--- src/logic/frontend_pkg.sv ---
// Front-end adapter shared definitions
// Converter and core word widths, default channel and peripheral counts

package frontend_pkg;

   // Converter side
   parameter int ADC_WIDTH = 12;       // ADC output word
   parameter int DAC_WIDTH = 12;       // DAC input bus

   // Core side
   parameter int SAMPLE_WIDTH = 14;    // Receive sample into the DSP
   parameter int CORE_DAC_WIDTH = 16;  // Transmit word from the DSP

   // Default counts, overridden from the top level when needed
   parameter int NUM_RX_CH = 2;
   parameter int NUM_SPI_DEV = 9;

   // Raw word as it comes off one ADC bus
   typedef logic [ADC_WIDTH-1:0] adc_word_t;

   // Receive sample after zero extension
   typedef logic [SAMPLE_WIDTH-1:0] sample_t;

   // Core transmit word, only the low DAC_WIDTH bits reach the pins
   typedef logic [CORE_DAC_WIDTH-1:0] core_dac_t;

   // Word on the shared I/Q DAC bus
   typedef logic [DAC_WIDTH-1:0] dac_code_t;

endpackage : frontend_pkg

--- src/logic/rx_iq_deinterleave.sv ---
// Receive I/Q deinterleaver
// Splits time-interleaved ADC buses into I/Q pairs, widens them and strobes each pair

`timescale 1ns/1ps

module rx_iq_deinterleave
#(
   parameter int NUM_RX_CH = frontend_pkg::NUM_RX_CH
)
(
   input  logic                                      dsp_clk,
   input  logic                                      reset_i,

   // Converter side
   input  frontend_pkg::adc_word_t [NUM_RX_CH-1:0]   adc_data_i,
   output logic                                      rx_iq_sel_o,

   // Core side
   output frontend_pkg::sample_t   [NUM_RX_CH-1:0]   rx_i_o,
   output frontend_pkg::sample_t   [NUM_RX_CH-1:0]   rx_q_o,
   output logic                                      rx_strobe_o
);

   import frontend_pkg::*;

   localparam int PAD_W = SAMPLE_WIDTH - ADC_WIDTH;

   logic      q_cycle;                  // 0 on I cycles, 1 on Q cycles
   adc_word_t i_hold [NUM_RX_CH];       // I word waiting for its Q partner

   // Unsigned converter codes, so upper bits are zero
   function automatic sample_t widen(input adc_word_t word);
      return {{PAD_W{1'b0}}, word};
   endfunction

   // Phase toggles every cycle and is driven out as the IQ select
   always_ff @(posedge dsp_clk)
   begin
      if (reset_i)
      begin
         q_cycle <= 1'b0;
      end
      else
      begin
         q_cycle <= ~q_cycle;
      end
   end

   assign rx_iq_sel_o = q_cycle;

   // I capture
   always_ff @(posedge dsp_clk)
   begin
      if (!q_cycle)
      begin
         for (int ch = 0; ch < NUM_RX_CH; ch++)
         begin
            i_hold[ch] <= adc_data_i[ch];
         end
      end
   end

   // Pair register, loaded on the Q edge
   always_ff @(posedge dsp_clk)
   begin
      if (reset_i)
      begin
         rx_i_o      <= '0;
         rx_q_o      <= '0;
         rx_strobe_o <= 1'b0;
      end
      else
      begin
         rx_strobe_o <= q_cycle;            // One cycle per finished pair
         if (q_cycle)
         begin
            for (int ch = 0; ch < NUM_RX_CH; ch++)
            begin
               rx_i_o[ch] <= widen(i_hold[ch]);
               rx_q_o[ch] <= widen(adc_data_i[ch]);   // Q straight from the bus
            end
         end
      end
   end

   // Pair strobe never lasts longer than one cycle
   a_strobe_single: assert property (
      @(posedge dsp_clk) disable iff (reset_i)
      rx_strobe_o |=> !rx_strobe_o
   );

   // Strobe lands in the I cycle that follows the Q edge
   a_strobe_after_q: assert property (
      @(posedge dsp_clk) disable iff (reset_i)
      rx_strobe_o |-> !rx_iq_sel_o
   );

endmodule : rx_iq_deinterleave

--- src/logic/tx_iq_interleave.sv ---
// Transmit I/Q interleaver
// Alternates core I and Q words onto the single DAC bus with a matching select

`timescale 1ns/1ps

module tx_iq_interleave
(
   input  logic                    dsp_clk,
   input  logic                    reset_i,

   // Core side, held levels
   input  frontend_pkg::core_dac_t tx_i_i,
   input  frontend_pkg::core_dac_t tx_q_i,

   // Converter side
   output frontend_pkg::dac_code_t dac_o,
   output logic                    tx_iq_sel_o
);

   import frontend_pkg::*;

   logic q_phase;       // Half being loaded at the next edge

   always_ff @(posedge dsp_clk)
   begin
      if (reset_i)
      begin
         q_phase     <= 1'b0;
         dac_o       <= '0;
         tx_iq_sel_o <= 1'b0;
      end
      else
      begin
         // Low bits only, the converter is narrower than the core
         if (q_phase)
         begin
            dac_o <= tx_q_i[DAC_WIDTH-1:0];
         end
         else
         begin
            dac_o <= tx_i_i[DAC_WIDTH-1:0];
         end
         tx_iq_sel_o <= q_phase;        // Flags which half dac_o holds
         q_phase     <= ~q_phase;
      end
   end

   // Select alternates once the first word has been loaded
   a_sel_alternates: assert property (
      @(posedge dsp_clk) disable iff (reset_i)
      (!$past(reset_i) && !$past(reset_i, 2)) |-> (tx_iq_sel_o != $past(tx_iq_sel_o))
   );

endmodule : tx_iq_interleave

--- src/logic/spi_fanout.sv ---
// SPI fan-out
// Gates the shared serial clock and data per peripheral and merges read data back

`timescale 1ns/1ps

module spi_fanout
#(
   parameter int NUM_SPI_DEV = frontend_pkg::NUM_SPI_DEV
)
(
   input  logic                   dsp_clk,
   input  logic                   reset_i,

   // Core side
   input  logic                   spi_sclk_i,
   input  logic                   spi_mosi_i,
   input  logic [NUM_SPI_DEV-1:0] spi_sen_n_i,     // Active low enables
   output logic                   spi_miso_o,

   // Peripheral side
   output logic [NUM_SPI_DEV-1:0] dev_sclk_o,
   output logic [NUM_SPI_DEV-1:0] dev_mosi_o,
   input  logic [NUM_SPI_DEV-1:0] dev_miso_i
);

   logic [NUM_SPI_DEV-1:0] dev_sel;

   assign dev_sel = ~spi_sen_n_i;

   // Idle peripherals see a quiet bus
   assign dev_sclk_o = {NUM_SPI_DEV{spi_sclk_i}} & dev_sel;
   assign dev_mosi_o = {NUM_SPI_DEV{spi_mosi_i}} & dev_sel;

   // Deselected peripherals may float their MISO, so mask before merging
   assign spi_miso_o = |(dev_miso_i & dev_sel);

   // Two enabled peripherals would fight on the merged read line
   a_one_enable: assert property (
      @(posedge dsp_clk) disable iff (reset_i)
      $onehot0(dev_sel)
   );

endmodule : spi_fanout

--- src/logic/frontend_top.sv ---
// Radio front-end adapter top level
// Receive deinterleave, transmit interleave and SPI fan-out side by side on dsp_clk

`timescale 1ns/1ps

module frontend_top
#(
   parameter int NUM_RX_CH   = frontend_pkg::NUM_RX_CH,
   parameter int NUM_SPI_DEV = frontend_pkg::NUM_SPI_DEV
)
(
   input  logic                                      dsp_clk,
   input  logic                                      reset_i,

   // ADC buses, I and Q interleaved in time
   input  frontend_pkg::adc_word_t [NUM_RX_CH-1:0]   adc_data_i,
   output logic                                      rx_iq_sel_o,

   // Receive pairs toward the DSP core
   output frontend_pkg::sample_t   [NUM_RX_CH-1:0]   rx_i_o,
   output frontend_pkg::sample_t   [NUM_RX_CH-1:0]   rx_q_o,
   output logic                                      rx_strobe_o,

   // Transmit words from the DSP core
   input  frontend_pkg::core_dac_t                   tx_i_i,
   input  frontend_pkg::core_dac_t                   tx_q_i,

   // DAC bus
   output frontend_pkg::dac_code_t                   dac_o,
   output logic                                      tx_iq_sel_o,

   // Core SPI master
   input  logic                                      spi_sclk_i,
   input  logic                                      spi_mosi_i,
   input  logic [NUM_SPI_DEV-1:0]                    spi_sen_n_i,
   output logic                                      spi_miso_o,

   // SPI peripherals
   output logic [NUM_SPI_DEV-1:0]                    dev_sclk_o,
   output logic [NUM_SPI_DEV-1:0]                    dev_mosi_o,
   input  logic [NUM_SPI_DEV-1:0]                    dev_miso_i
);

   // Receive path
   rx_iq_deinterleave
   #(
      .NUM_RX_CH   (NUM_RX_CH)
   )
   u_rx_iq_deinterleave
   (
      .dsp_clk     (dsp_clk),
      .reset_i     (reset_i),
      .adc_data_i  (adc_data_i),
      .rx_iq_sel_o (rx_iq_sel_o),
      .rx_i_o      (rx_i_o),
      .rx_q_o      (rx_q_o),
      .rx_strobe_o (rx_strobe_o)
   );

   // Transmit path
   tx_iq_interleave u_tx_iq_interleave
   (
      .dsp_clk     (dsp_clk),
      .reset_i     (reset_i),
      .tx_i_i      (tx_i_i),
      .tx_q_i      (tx_q_i),
      .dac_o       (dac_o),
      .tx_iq_sel_o (tx_iq_sel_o)
   );

   // SPI path, combinational apart from its enable check
   spi_fanout
   #(
      .NUM_SPI_DEV (NUM_SPI_DEV)
   )
   u_spi_fanout
   (
      .dsp_clk     (dsp_clk),
      .reset_i     (reset_i),
      .spi_sclk_i  (spi_sclk_i),
      .spi_mosi_i  (spi_mosi_i),
      .spi_sen_n_i (spi_sen_n_i),
      .spi_miso_o  (spi_miso_o),
      .dev_sclk_o  (dev_sclk_o),
      .dev_mosi_o  (dev_mosi_o),
      .dev_miso_i  (dev_miso_i)
   );

endmodule : frontend_top

--- config.mk ---
export PLATFORM = sky130hd
export DESIGN_NAME = frontend_top
export DESIGN_NICKNAME = d
export VERILOG_FILES = /design/src/logic/frontend_pkg.sv /design/src/logic/rx_iq_deinterleave.sv /design/src/logic/tx_iq_interleave.sv /design/src/logic/spi_fanout.sv /design/src/logic/frontend_top.sv
export SDC_FILE = /design/constraint.sdc
export NUM_CORES = 1
export LEC_CHECK = 0
export BUFFER_PORTS_ARGS = -buffer_cell sky130_fd_sc_hd__buf_2
export CORE_MARGIN = 1.5
export CORE_UTILIZATION = 40
export DETAILED_ROUTE_END_ITERATION = 12
export PLACE_DENSITY_LB_ADDON = 0.3
export SETUP_SLACK_MARGIN = 0.4
export SYNTH_ARGS = -nofsm -noshare
export SYNTH_HDL_FRONTEND = slang
export SYNTH_SLANG_ARGS = --single-unit
--- constraint.sdc ---
create_clock -name dsp_clk -period 1.5 [get_ports dsp_clk]
set_clock_uncertainty 0.05 [all_clocks]
set_input_delay 0 -clock dsp_clk [delete_from_list [all_inputs] [get_ports dsp_clk]]
set_output_delay 0 -clock dsp_clk [all_outputs]
set_load 0.01 [all_outputs]
# After elaboration in Yosys (flattened, before gate mapping)
# Memory sizes are Yosys's and may differ from the RTL's. A register that Yosys moved wholly into a read port is not among the register bits.
# Cells that the tools add are included.
[op_classes]
muxes = 2
bitwise_logic = 6
reduce_logical = 1
[ops]
columns = ["operator", "count"]
rows = [
  ["$and 9x9->9", 3],
  ["$mux 12", 1],
  ["$not 9->9", 1],
  ["$reduce_or 9->1", 1],
  ["$not 1->1", 2],
  ["$mux 1", 1],
]
[word_totals]
regBits = 40
mem_bits_rw = 24
out_inout_bits = 90
wordCells = 17
mem_count = 1
[memory_table]
columns = ["memory", "words", "width", "read_ports", "rd_clocked_by_memory_dff", "write_ports", "line", "source"]
rows = [
  ["u_rx_iq_deinterleave.i_hold", 2, 12, 2, 2, 2, "rx_iq_deinterleave.sv:29", "adc_word_t i_hold [NUM_RX_CH];"],
]

# Depth between registers and ports, before layout
[depth]
ltp_word = 3
depth_mapped = 4
depth_no_buf = 3

# Modules after synthesis
# A second synthesis with hierarchy kept.
[hier_totals]
hier_cells = 268
area_unflattened_um2 = 3251.9
[modules_own_cells]
columns = ["module", "instances", "cells_per_inst", "area_per_inst_um2", "seq_area_each_um2"]
rows = [
  ["rx_iq_deinterleave", 1, 194, 2568.7, 1721.7],
  ["tx_iq_interleave", 1, 43, 491.7, 280.3],
  ["spi_fanout", 1, 31, 191.4, 0.0],
]

# Worst setup path before layout
# OpenSTA, ideal clock, no wires.
[synth_path]
path_type = "register -> register"
from = "reg u_rx_iq_deinterleave.q_cycle (netlist: u_rx_iq_deinterleave.rx_iq_sel_o)"
to = "mem u_rx_iq_deinterleave.i_hold[0][0] (netlist name) (enable)"
setup_ns = 0.379
arrival_ns = 1.119
t_required_ns = 1.071
slack_ns = -0.048
stages_incl_launch_ff = 4
period_less_slack_ns = 1.548
path_cell_list = "dfxtp_1 buf_6 buf_6 inv_1"
[synth_rtl]
columns = ["item", "line", "source"]
rows = [
  ["start, declared", "rx_iq_deinterleave.sv:28", "logic q_cycle;"],
  ["start signal, assigned", "rx_iq_deinterleave.sv:45", "q_cycle <= ~q_cycle;"],
  ["end, declared", "rx_iq_deinterleave.sv:29", ""],
]

==> results.toml <==
[setup_path]
cp-end-kind = "flop"
reg2reg_from = "u_rx_iq_deinterleave.rx_iq_sel_o$_SDFF_PP0_"
startpoint_type = "flop"
r2r_cells = 5
worstPathRequired_ns = 1.68
crit_type = "flop to flop"
worstPathArrival_ns = 1.37
ff2ff_setup_slack_ns = 0.31
rr_endpoint = "rx_i_o[24]$_SDFFE_PP0P_"
worstPathMaxFanout = 7

[floorplan]
die_y_um = 93.0
rows = 32
start_util_pct = 41.7
ioPinCount = 168
core_mm2 = 0.00777
dieArea_mm2 = 0.00865
die_w_um = 93.0

[route]
drtPass1Iterations = 4
antenna_left = 0
wl_per_cell_um = 13.9
drt-total-wl_um = 8230
routed-via-count = 2674
drt_iter0_markers = 47
via_per_inst = 4.51
drc = 0

[job]
drv_cap = 0

[synth]
synthArstFlopShare_pct = 0
ys_dominant_reg_cell = "dfxtp_1"
yosys.area.top_type = "dfxtp_1"
syn_avg_cell_area_um2 = 12.1
syn-instance-count = 268
ys_warn_count = 0
ys_types = 16
post-synth-top-count-cell = "dfxtp_1"
yosys-top-cells-count = "dfxtp_1, nor2_1, mux2i_1"
synth_seq_cells = 88
synth_edf_count = 24
synthTopCellsByArea = "dfxtp_1, edfxtp_1, mux2i_1"
yosysTopAreaCellShare_pct = 39.6
yosysSeqAreaShare_pct = 61.8
syn-cell-area_mm2 = 0.00324

[clock_network]
worstSkewPairLatency_ns = 0.36
clk_path_buf_depth = 2
cts_sinks = 88
cts_root_buf = "clkbuf_8"
numCtsBuffers = 9
clkSlewWorstSetupHoldPaths_ns = 0.09
h-tree-depth = 3
cts_tree = "built"

[hold_path]
whs_endpoint = "u_tx_iq_interleave.q_phase$_SDFF_PP0_"
hold_depth = 3
hp-class = "input port to flop"
hp-start = "reset_i"

[power_and_ir_drop]
switching_share_pct = 25.6
p_leak_nw = 2.41
seq_power_share_pct = 51.1
power.density_mw_per_mm2 = 1040
internal_power_mw = 3.87
share_comb_of_total_power_pct = 17.0
p_sw_mw = 1.34
ir_drop_uv = 534
power_mw = 5.21
power_frac_clock_pct = 31.9

[timing]
hold_viol = 0
fmax_mhz = 841
holdWs_ns = 0.0623
rsz0062_at_grt = "yes"
fin_crit_sh_pct = 79.3
setup_viol = 0
fin_crit_ns = 1.19
finalSetupTns_ns = 0
drv_slew = 0

[cells_and_area]
instances_no_fill = 593
area_growth_pct = 55.0
drive_above_1_share_pct = 40.1
n_antenna_cell = 0
nets = 564

[global_routing]
antenna_found_initial = 0
grt_max_degree = 65
grt_pass1_wl_um = 12400
grt_pass1_vias = 2669
grt.total_usage_pct = 18.9
overflow = 0

[placed_design]
hpwl_um = 4600
gp_congestion = 0.737
portBuffers = 151
dp.cells = 510

[status]
status = "complete, no violations"
## stage by stage
step	setup WS [ns]	utilization (%)	cell area, um2
global route	0.244	64.6	5020
CTS	0.284	62.7	4870
global placement	0.143	51.8	4020
finish	0.311	64.6	5020
floorplan	0.117	-	3270
detailed placement	0.132	51.8	4020
## metal layers
metal  vias up  wire length [um]  global-route usage, %
met5         -                 0                      0
met4         0               160                   7.70
met3        16               492                   5.93
met2       100              4480                   35.2
li1       1310                 -                      -
met1      1248              3100                   19.3
## power groups by stage
stage          sequential [mW]  combinational (mW)  clock (mW)
5_1_grt                   2.68               0.959        1.81
3_3_place_gp              2.71               0.638           0
4_1_cts                   2.66               0.824        1.71
6_report                  2.66               0.886        1.66
3_5_place_dp              2.71               0.653           0
2_1_floorplan             2.76               0.347           0
## cells by family after synthesis
family	Yosys count	share of synthesized area, %
flops	88	61.8
compound gates	3	1.00
buf+inv	30	6.84
other cells	1	0.116
simple gates	86	11.7
mux	60	18.5
## cells in the final DEF, fill, tap and decap left out, types with 3 or more instances in the layout
master,instances
buf_16,3
conb_1,8
buf_12,5
dfxtp_1,63
clkinvlp_4,3
mux2i_2,3
edfxtp_1,24
nor2_1,63
clkbuf_8,9
mux2i_1,57
dlygate4sd3_1,48
nor2b_1,22
buf_2,150
inv_1,6
buf_4,10
## critical path, stage by stage (launching register included)
cell	delay [ns]
dfxtp_4	0.41
buf_12	0.11
buf_16	0.12
buf_12	0.13
mux2i_1	0.18
nor2_1	0.06
## flip-flops by register name, summed over array words and instances (netlist names)
| register | count |
|---|---|
| u_rx_iq_deinterleave.rx_iq_sel_o | 1 |
| u_rx_iq_deinterleave.i_hold | 24 |
| u_rx_iq_deinterleave.rx_strobe_o | 1 |
| u_tx_iq_interleave.dac_o | 12 |
| u_tx_iq_interleave.q_phase | 1 |
| u_tx_iq_interleave.tx_iq_sel_o | 1 |
| u_rx_iq_deinterleave.rx_q_o | 24 |
| rx_i_o | 24 |
## repair_timing
action,CTS,global route
pin swaps,1,6
cloned,3,3
endpoints found under the setup margin,74,74
hold buffers,48,0
hold endpoints to repair,60,0
gates resized for setup,6,6
setup buffers,5,8
## worst max path at each step
stage | slack, ns | start | endpoint | cells past startpoint
after floorplan | 0.12 | u_rx_iq_deinterleave.rx_iq_sel_o$_SDFF_PP0_ | u_rx_iq_deinterleave.i_hold[0][0]$_DFFE_PN_ | 3
after global placement | 0.14 | u_rx_iq_deinterleave.rx_iq_sel_o$_SDFF_PP0_ | u_rx_iq_deinterleave.rx_strobe_o$_SDFF_PP0_ | 3
after detailed placement | 0.13 | u_rx_iq_deinterleave.rx_iq_sel_o$_SDFF_PP0_ | u_rx_iq_deinterleave.rx_strobe_o$_SDFF_PP0_ | 3
after CTS | 0.28 | u_rx_iq_deinterleave.rx_iq_sel_o$_SDFF_PP0_ | rx_i_o[9]$_SDFFE_PP0P_ | 3
after global routing | 0.24 | u_rx_iq_deinterleave.rx_iq_sel_o$_SDFF_PP0_ | rx_i_o[22]$_SDFFE_PP0P_ | 5
final | 0.31 | u_rx_iq_deinterleave.rx_iq_sel_o$_SDFF_PP0_ | rx_i_o[24]$_SDFFE_PP0P_ | 5
## final cells by class
cell class / instances / area (um2)
Tap cell: 102 / 128
Timing Repair inverter: 1 / 7.51
Multi-Input combinational cell: 157 / 1050
Sequential cell: 88 / 2010
Clock inverter: 7 / 80.1
Fill cell: 643 / 2750
Clock buffer: 9 / 124
Inverter: 7 / 30.0
Timing Repair Buffer: 222 / 1590
Power figures use the tool's default switching activity.
